<file path="src/hdl/colmix_video_pkg.sv">
//////////////////////////////////////////////////////////////////////
// Video side definitions for the colour mixer: channel and palette
// widths, pipeline depth, the RGB bundle and the layer codes
//////////////////////////////////////////////////////////////////////
`default_nettype none

package colmix_video_pkg;

    localparam int COL_W    = 5;   // One colour channel
    localparam int PXL_W    = 8;   // Layer pixel from the layer mixer
    localparam int TMAP_W   = 11;  // Tile-map and video palette address
    localparam int PAL_DW   = 16;  // Palette word
    localparam int PIPE_DLY = 2;   // Pixel strobes from pixel in to colour out

    // Palette word layout
    //   [3:0] red MSBs, [7:4] green MSBs, [11:8] blue MSBs
    //   [14:12] LSBs of red, green, blue
    //   [15] shadow immunity, set means no dimming
    typedef struct packed {
        logic [COL_W-1:0] red;
        logic [COL_W-1:0] green;
        logic [COL_W-1:0] blue;
    } rgb_t;

    // Layer code as driven by the layer mixer
    typedef enum logic [1:0] {
        LYR_TEXT   = 2'd0,
        LYR_FIX    = 2'd1,
        LYR_SPRITE = 2'd2,
        LYR_ROAD   = 2'd3
    } layer_e;

endpackage

`default_nettype wire

</file>
<file path="src/hdl/colmix_ctl_if.sv">
//////////////////////////////////////////////////////////////////////
// Delayed video control flags, sync delay to shading stage
// Values are one pixel strobe late, aligned with the palette word
//////////////////////////////////////////////////////////////////////
`default_nettype none

interface colmix_ctl_if;

    logic shadow;    // Dim this pixel unless palette bit 15 set
    logic video_en;  // Low blacks out the colour
    logic lhbl;      // Line blank, active low
    logic lvbl;      // Frame blank, active low

    // Sync delay side
    modport src (
        output shadow,
        output video_en,
        output lhbl,
        output lvbl
    );

    // Shading side
    modport dst (
        input shadow,
        input video_en,
        input lhbl,
        input lvbl
    );

endinterface

`default_nettype wire

</file>
<file path="src/hdl/colmix_shade.sv">
//////////////////////////////////////////////////////////////////////
// Shading stage: unpacks the palette word into RGB, dims shadow
// pixels, gates on video enable, registers colour and blanking
//////////////////////////////////////////////////////////////////////
`default_nettype none

module colmix_shade (
    input  wire                                  clk,
    input  wire                                  arst_n,
    input  wire                                  pxl_cen,
    input  wire  [colmix_video_pkg::PAL_DW-1:0]  pal_word,
    colmix_ctl_if.dst                            ctl,
    output colmix_video_pkg::rgb_t               rgb,
    output logic                                 lhbl,
    output logic                                 lvbl
);

    import colmix_video_pkg::*;

    rgb_t raw;    // Straight from the palette word
    rgb_t gated;  // After shadow and video gate

    // Roughly 3/4 brightness
    function automatic logic [COL_W-1:0] dim(input logic [COL_W-1:0] c);
        return c - (c >> 2);
    endfunction

    always_comb begin
        raw.red   = {pal_word[3:0],  pal_word[12]};  // LSB kept in upper bits
        raw.green = {pal_word[7:4],  pal_word[13]};
        raw.blue  = {pal_word[11:8], pal_word[14]};

        gated = raw;
        if (ctl.shadow && !pal_word[15]) begin  // Bit 15 set is immune
            gated.red   = dim(raw.red);
            gated.green = dim(raw.green);
            gated.blue  = dim(raw.blue);
        end
        if (!ctl.video_en)
            gated = '0;  // Screen off
    end

    // Stage 2 of the pixel pipeline
    always_ff @(posedge clk or negedge arst_n) begin
        if (!arst_n) begin
            rgb  <= '0;
            lhbl <= 1'b0;  // Blanking active
            lvbl <= 1'b0;
        end else if (pxl_cen) begin
            rgb  <= gated;
            lhbl <= ctl.lhbl;
            lvbl <= ctl.lvbl;
        end
    end

endmodule

`default_nettype wire

</file>
<file path="src/flat_wrapper.sv">
// flat-port wrapper written by rule: the top's interface ports become plain ports
module colmix_shade_flat import colmix_video_pkg::*;
  (clk, arst_n, pxl_cen, pal_word, rgb, lhbl, lvbl, ctl_shadow, ctl_video_en, ctl_lhbl, ctl_lvbl);
  colmix_ctl_if ctl_i ();
  input  wire clk;
  input  wire arst_n;
  input  wire pxl_cen;
  input  wire  [colmix_video_pkg::PAL_DW-1:0] pal_word;
  output colmix_video_pkg::rgb_t rgb;
  output logic lhbl;
  output logic lvbl;
  input wire logic [$bits(ctl_i.shadow)-1:0] ctl_shadow;
  input wire logic [$bits(ctl_i.video_en)-1:0] ctl_video_en;
  input wire logic [$bits(ctl_i.lhbl)-1:0] ctl_lhbl;
  input wire logic [$bits(ctl_i.lvbl)-1:0] ctl_lvbl;
  assign ctl_i.shadow = ctl_shadow;
  assign ctl_i.video_en = ctl_video_en;
  assign ctl_i.lhbl = ctl_lhbl;
  assign ctl_i.lvbl = ctl_lvbl;
  colmix_shade u_core (.clk(clk), .arst_n(arst_n), .pxl_cen(pxl_cen), .pal_word(pal_word), .ctl(ctl_i), .rgb(rgb), .lhbl(lhbl), .lvbl(lvbl));
endmodule
</file>
<file path="config.mk">
export PLATFORM = sky130hd
export DESIGN_NAME = colmix_shade_flat
export DESIGN_NICKNAME = d
export VERILOG_FILES = /design/src/hdl/colmix_video_pkg.sv /design/src/hdl/colmix_ctl_if.sv /design/src/hdl/colmix_shade.sv /design/src/flat_wrapper.sv
export SDC_FILE = /design/constraint.sdc
export NUM_CORES = 1
export LEC_CHECK = 0
export ABC_CLOCK_PERIOD_IN_PS = 1100
export BUFFER_PORTS_ARGS = -buffer_cell sky130_fd_sc_hd__buf_2
export CORE_MARGIN = 2
export CORE_UTILIZATION = 40
export DETAILED_ROUTE_END_ITERATION = 10
export MAX_ROUTING_LAYER = met4
export PLACE_DENSITY_LB_ADDON = 0.15
export SLEW_MARGIN = 10
export SYNTH_ARGS = -nofsm -noshare
export SYNTH_HDL_FRONTEND = slang
export SYNTH_SLANG_ARGS = --single-unit
</file>
<file path="constraint.sdc">
create_clock -name clk -period 1.1 [get_ports clk]
set_input_delay 0.11 -clock clk [delete_from_list [all_inputs] [get_ports clk]]
set_output_delay 0.11 -clock clk [all_outputs]
set_load 0.03 [all_outputs]
</file>
==> results of run 1 <==
==> sequential cells by signal, summed over array words and instances (netlist names) <==
name         cells
u_core.lhbl      1
u_core.lvbl      1
u_core.rgb      15
==> final cells by class <==
| cell class | instances | share of cell area (%) |
|---|---|---|
| multi-input cells | 81 | 42.1 |
| flip-flops and latches | 17 | 24.1 |
| repair buffers | 61 | 23.1 |
| inverters | 23 | 7.02 |
| well taps | 31 | 2.20 |
| clock buffers | 4 | 1.49 |
==> power groups by stage <==
stage	clock network (W)	logic, W	registers, W
floorplan	0	0.000296	0.000854
global placement	0	0.000663	0.000727
detailed placement	0	0.000678	0.000729
CTS	0.000348	0.000691	0.000717
global route	0.000377	0.000762	0.000723
finish	0.000328	0.000692	0.000714
==> worst min-delay path by stage <==
stage               slack [ns]     start        endpoint
finish                    0.05  ctl_lhbl     u_core.lhbl
global placement          0.05    arst_n  u_core.rgb[13]
floorplan                -0.19    arst_n     u_core.lhbl
detailed placement        0.06    arst_n  u_core.rgb[13]
global route              0.04  ctl_lvbl     u_core.lvbl
CTS                       0.04  ctl_lhbl     u_core.lhbl
==> Yosys cell counts <==
library cell / n
a2111oi_4: 3
a21oi_1: 8
a31o_1: 3
buf_2: 1
buf_6: 1
clkbuf_1: 4
dfrtp_1: 17
fa_1: 3
ha_1: 9
inv_1: 23
mux2_2: 2
mux2i_1: 4
nand2_1: 1
nand2b_1: 3
nand2b_4: 1
nand3_1: 3
nor2_1: 11
nor2b_1: 6
nor4_1: 3
o21ai_0: 6
o22ai_1: 9
xnor2_1: 4
xor2_1: 2
==> per-layer routing <==
layer | up-vias | global-route usage (%)
met5 | - | -
met4 | 0 | 4.87
met3 | 2 | 2.84
met2 | 22 | 32.1
met1 | 500 | 20.4
li1 | 548 | -
==> logic make-up after synthesis <==
family          Yosys count  synth area share (%)
xor+xnor                  6                  4.33
buf+inv                  29                  9.68
compound gates           29                  19.4
flops                    17                  35.0
mux                       6                  5.15
fa+ha+maj                12                  14.2
simple gates             28                  12.3
==> what timing repair did <==
| item | in CTS | in global routing |
|---|---|---|
| gates resized for setup | 6 | 10 |
| pin swaps | 4 | 3 |
| endpoints found under the hold margin | 17 | 0 |
| setup endpoints to repair | 3 | 6 |
| hold buffers | 1 | 0 |
==> worst max-delay path, cell delays in order <==
cell	delay, ns
buf_12	0.11
inv_12	0.04
ha_4	0.12
inv_2	0.03
fa_2	0.37
a2111oi_4	0.31
xnor2_1	0.09
a31o_1	0.22
==> through the flow <==
step           area [sq um]  setup slack [ns]  power, W  TNS, ns  utilization [%]
5_1_grt                1760            -0.166   0.00186   -0.229             62.4
4_1_cts                1740            -0.109   0.00176   -0.109             61.5
2_1_floorplan          1320            -0.253   0.00115   -0.576                -
3_5_place_dp           1680            -0.491   0.00141    -3.36             59.5
6_report               1760            -0.115   0.00173   -0.115             62.4
3_3_place_gp           1680            -0.464   0.00139    -3.16             59.5
==> summary.txt, run 1 <==
Place
  • IO Port Bufs: 39
  • Routability congestion estimate: 0.762
  • Placed insts: 212
  • Post-DP HPWL: 2190 microns

Global routing
  • Initial antenna violation count: 0
  • First-pass GRT wire length: 4690 microns
  • Pin count of the biggest net entering global routing: 18
  • Global Route Usage Sum: 17.8%
  • Vias in the first global route: 1134
  • Grt total ovfl: 0

CTS
  • Clock Tree Buf Depth: 2
  • Clock Latency Late Sink: 0.28 ns
  • Clock root buffer: clkbuf_4
  • CTS Buf Count: 3
  • Setup bufs post-CTS: 0
  • CTS sink cnt: 17
  • TritonCTS clock tree: built
  • Worst-path clk slew: 0.10 ns
  • Htree depth: 1

Die
  • Starting Density: 42.9%
  • Core ar.: 2830 sq um
  • Io pins: 40
  • Die width: 59.1 microns
  • Die Y-Extent: 59.1 microns
  • Row Count: 19
  • DIE AREA: 3490 sq um

Logic synthesis
  • Sequential share of the synthesized area: 35.0%
  • Syn Area/Cell: 9.57 sq um
  • Synth warn: 0
  • Synth Instances: 127
  • Synth Cell Area: 1210 sq um
  • Share of the synthesized area in the top cell type: 35.0%
  • Syn Nets: 162
  • Count of cell types in the netlist: 23
  • Yosys top cell by area: dfrtp_1
  • Synth top area cells: dfrtp_1 35%, ha_1 9.3%, inv_1 7.1%
  • Flop and latch count out of synthesis: 17

Pwr
  • Switching portion of total power: 34.8%
  • Clock power share: 18.9%
  • Int Power: 0.00113 W
  • Pleak: 0.868 nW
  • Pwr per Cell Area: 983 nW/um^2
  • Worst vdd ir: 0.000452 V
  • Combinational share of power: 39.9%
  • Switching power: 0.000603 W
  • Seq pwr share: 41.2%

STA
  • Final Slew Violations: 0
  • Hold WS: 0.0529 ns
  • Final period util: 110%
  • Rel. slew slack: 74.3%
  • RSZ-0062 raised after global routing: true
  • Worst setup slack after layout: -0.115 ns
  • Worst Max-Slew Pin Slew: 0.386 ns
  • Endpoints failing setup: 1
  • Fin. Hold Viols: 0
  • Clock Skew: 0 ns
  • Final critical-path required period: 1.22 ns
  • Peak Freq: 0.823 GHz

Layout
  • Most common cell after layout, fill and taps aside: buf_2
  • Layout Cells excl Fill: 217
  • Layout cells sized above 1: 44.6%
  • # fillers: 245
  • Area Overhead vs Synth: 45.2%
  • Most frequent cells in the layout: 34 x buf_2, 22 x buf_4, 17 x inv_1, 17 x dfrtp_1, 11 x nor2_1
  • Multi-input gate area: 742 sq um
  • Inserted Diodes: 0
  • Final nets: 222
  • Sequential Area: 425 sq um

Detailed routing
  • Final wirelength: 2610 microns
  • WL met1: 1220 microns
  • Wire per inst: 12.0 microns
  • Highest routed metal layer: met4
  • DRT antenna net count: 0
  • Remaining DRCs: 0
  • Vias post-DR: 1072
  • Via density: 4.94
  • Drt first pass iters: 4
  • Metal2 WL: 1290 microns
  • Initial drt markers: 18
  • DR WL met3: 85 microns

Worst setup path
  • CP Max Fanout: 2
  • Data arrival, critical path: 1.39 ns
  • CP Capture Type: flip-flop
  • Worst R2R Start: u_core.rgb[4]
  • CP startpoint: pal_word[12]
  • R2r worst-path depth: 2
  • Crit path capture: u_core.rgb[14]
  • Crit start category: primary input
  • Worst Path Required: 1.28 ns
  • Kind of critical path: primary input to flip-flop
  • RR Endpoint: u_core.rgb[4]
  • R2R setup slack: 0.30 ns

Outcome
  • Failing checks: setup timing
  • Outcome: complete, but fails checks

Job
  • Max-Cap Viols: 0

Min path
  • Hold crit path type: primary input to flip-flop
  • Hold path depth: 2
(Power assumes the default switching activity.)
==> run 2, diff against run 1 <==
--- a/config.mk
+++ b/config.mk
@@ -12,6 +12,8 @@
 export DETAILED_ROUTE_END_ITERATION = 10
 export MAX_ROUTING_LAYER = met4
 export PLACE_DENSITY_LB_ADDON = 0.15
+export RECOVER_POWER = 25
+export SETUP_SLACK_MARGIN = 0.1
 export SLEW_MARGIN = 10
 export SYNTH_ARGS = -nofsm -noshare
 export SYNTH_HDL_FRONTEND = slang
==> constraint.sdc (replaced) <==
create_clock -name clk -period 1.1 [get_ports clk]
set_input_delay 0.055 -clock clk [delete_from_list [all_inputs] [get_ports clk]]
set_output_delay 0.055 -clock clk [all_outputs]
set_load 0.03 [all_outputs]
==> summary.txt, run 2 (same netlist as run 1, synthesis figures left out) <==
Outcome
  • Outcome: complete, but fails checks
  • Failing checks: setup timing

Detailed routing
  • Initial drt markers: 37 (+19)
  • Vias post-DR: 1079 (+0.65%)
  • Remaining DRCs: 0 (unchanged)
  • DRT antenna net count: 0 (unchanged)
  • Via density: 4.82 (-2.5%)
  • Wire per inst: 12.7 microns (+5.6%)
  • Drt first pass iters: 4 (unchanged)
  • Final wirelength: 2850 microns (+9.0%)

STA
  • Clock Skew: 0 ns (unchanged)
  • Fin. Hold Viols: 0 (unchanged)
  • Peak Freq: 0.863 GHz (+4.9%)
  • Worst Max-Slew Pin Slew: 0.424 ns (+0.0381 ns)
  • Post-Route Setup TNS: -0.0586 ns (+0.0564 ns)
  • Worst setup slack after layout: -0.0586 ns (+0.0564 ns)
  • Final Slew Violations: 0 (unchanged)
  • Endpoints failing setup: 1 (unchanged)
  • RSZ-0062 raised after global routing: true
  • Final period util: 105% (-5.1 points)
  • Final critical-path required period: 1.16 ns (-0.0564 ns)
  • Rel. slew slack: 71.7% (-2.5 points)
  • Hold WS: 0.0512 ns (-0.00169 ns)

Worst setup path
  • CP Max Fanout: 2 (unchanged)
  • Kind of critical path: primary input to flip-flop
  • R2R setup slack: 0.29 ns (about the same)
  • CP Capture Type: flip-flop
  • Worst Path Required: 1.30 ns (+0.02 ns)
  • Data arrival, critical path: 1.35 ns (-0.04 ns)
  • Crit start category: primary input

Layout
  • Largest reg by FF count: u_core.rgb
  • Layout Cells excl Fill: 224 (+3.2%)
  • Area Overhead vs Synth: 52.2%
  • Inserted Diodes: 0 (unchanged)
  • Most frequent cells in the layout: 32 x buf_2, 26 x buf_4, 17 x inv_1, 17 x dfrtp_1, 11 x nor2_1
  • Most common cell after layout, fill and taps aside: buf_2
  • Sequential Area: 425 sq um (unchanged)
  • Number of flip-flops in the largest register: 15 (unchanged)
  • Largest registers: u_core.rgb (15), u_core.lhbl (1), u_core.lvbl (1)
  • # fillers: 225 (-8.2%)
  • Final nets: 229 (+3.2%)
  • Layout cells sized above 1: 46.6% (+2.0 points)
  • Multi-input gate area: 749 sq um (+1.0%)

Place
  • Post-DP HPWL: 2180 microns (-0.68%)
  • Placed insts: 213 (+0.47%)
  • IO Port Bufs: 39 (unchanged)
  • Routability congestion estimate: 0.774 (+1.6%)
  • Pre-CTS WS: -0.439 ns (+0.0523 ns)

Pwr
  • Seq pwr share: 39.9% (-1.3 points)
  • Worst vdd ir: 0.000449 V (-0.72%)
  • Switching power: 0.000640 W (+6.1%)
  • Int Power: 0.00116 W (+2.2%)
  • Clock power share: 19.4% (+0.5 points)
  • Pwr per Cell Area: 971 nW/um^2 (-1.2%)
  • Pleak: 0.916 nW (+5.5%)
  • Combinational share of power: 40.8% (+0.9 points)
  • Switching portion of total power: 35.6% (+0.85 points)

Die
  • Core ar.: 2830 sq um (unchanged)
  • Row Count: 19 (unchanged)
  • Die width: 59.1 microns (unchanged)
  • Die Y-Extent: 59.1 microns (unchanged)
  • DIE AREA: 3490 sq um (unchanged)
  • Starting Density: 42.9% (unchanged)
  • Io pins: 40 (unchanged)

Global routing
  • Pin count of the biggest net entering global routing: 18 (unchanged)
  • M2 GR Usage: 32.1% (unchanged)
  • Vias in the first global route: 1102 (-2.8%)
  • First-pass GRT wire length: 4800 microns (+2.2%)
  • Met3 usage: 3.71% (+0.87 points)
  • Initial antenna violation count: 0 (unchanged)
  • Top Usage Layer GRT: met2
  • Global Route Usage Sum: 18.7% (+0.86 points)
  • Met1 GRT Util: 22.4% (+1.9 points)
  • Grt total ovfl: 0 (unchanged)

CTS
  • CTS sink cnt: 17 (unchanged)
  • Clock Tree Buf Depth: 2 (unchanged)
  • Clock root buffer: clkbuf_4
  • CTS Buf Count: 3 (unchanged)
  • TritonCTS clock tree: built
  • Clock Latency Late Sink: 0.29 ns (about the same)
  • Worst-path clk slew: 0.11 ns (about the same)
  • Htree depth: 1 (unchanged)

Min path
  • Hold crit path type: primary input to flip-flop

Job
  • Max-Cap Viols: 0 (unchanged)
==> run 2: final cells by class <==
| type | instances | area share [%] |
|---|---|---|
| Tap cell | 31 | 2.10 |
| Inverter | 23 | 6.70 |
| Sequential cell | 17 | 23.0 |
| Clock inverter | 1 | 0.271 |
| Clock buffer | 3 | 1.22 |
| Multi-Input combinational cell | 81 | 40.5 |
| Timing Repair Buffer | 68 | 26.2 |
==> run 2: worst paths after layout <==
check	from	end	cells after the start
setup / recovery	pal_word[12]	u_core.rgb[14]	8
hold / removal	pal_word[13]	u_core.rgb[5]	3
setup reg to reg	u_core.rgb[14]	u_core.rgb[14]	2
hold reg to reg	u_core.rgb[13]	u_core.rgb[13]	2
max in group asynchronous	arst_n	u_core.rgb[10]	2
min in group asynchronous	arst_n	u_core.lvbl	2
==> run 2: repair_timing <==
item                       CTS  global route
gates resized for setup     15             4
hold endpoints to repair    19             0
buffers inserted             4             0
hold buffers                 3             0
pin swaps                    8             3
setup endpoints to repair    5             6
==> run 2: through the flow <==
step / utilization [%] / area, sq um / total power, W
6_report: 65.4 / 1850 / 0.00180
5_1_grt: 65.4 / 1850 / 0.00192
4_1_cts: 64.8 / 1830 / 0.00181
3_5_place_dp: 59.8 / 1690 / 0.00141
3_3_place_gp: 59.8 / 1690 / 0.00140
2_1_floorplan: - / 1320 / 0.00115
==> run 2: power groups by stage <==
stage	clock network (W)	logic, W	registers [W]
finish	0.000348	0.000733	0.000716
global route	0.000390	0.000805	0.000724
CTS	0.000367	0.000731	0.000717
detailed placement	0	0.000682	0.000729
global placement	0	0.000669	0.000728
floorplan	0	0.000297	0.000854
==> run 2: metal layers <==
metal / vias up / wire, microns
li1: 558 / -
met1: 495 / 1240
met2: 26 / 1490
met3: 0 / 111
met4: 0 / 0
met5: - / 0
==> run 2: critical path, stage by stage <==
cell and delay [ns]:
buf_12 0.11, inv_12 0.04, ha_4 0.11, inv_2 0.03, fa_2 0.37, a2111oi_4 0.31
xnor2_1 0.10, a31o_1 0.22
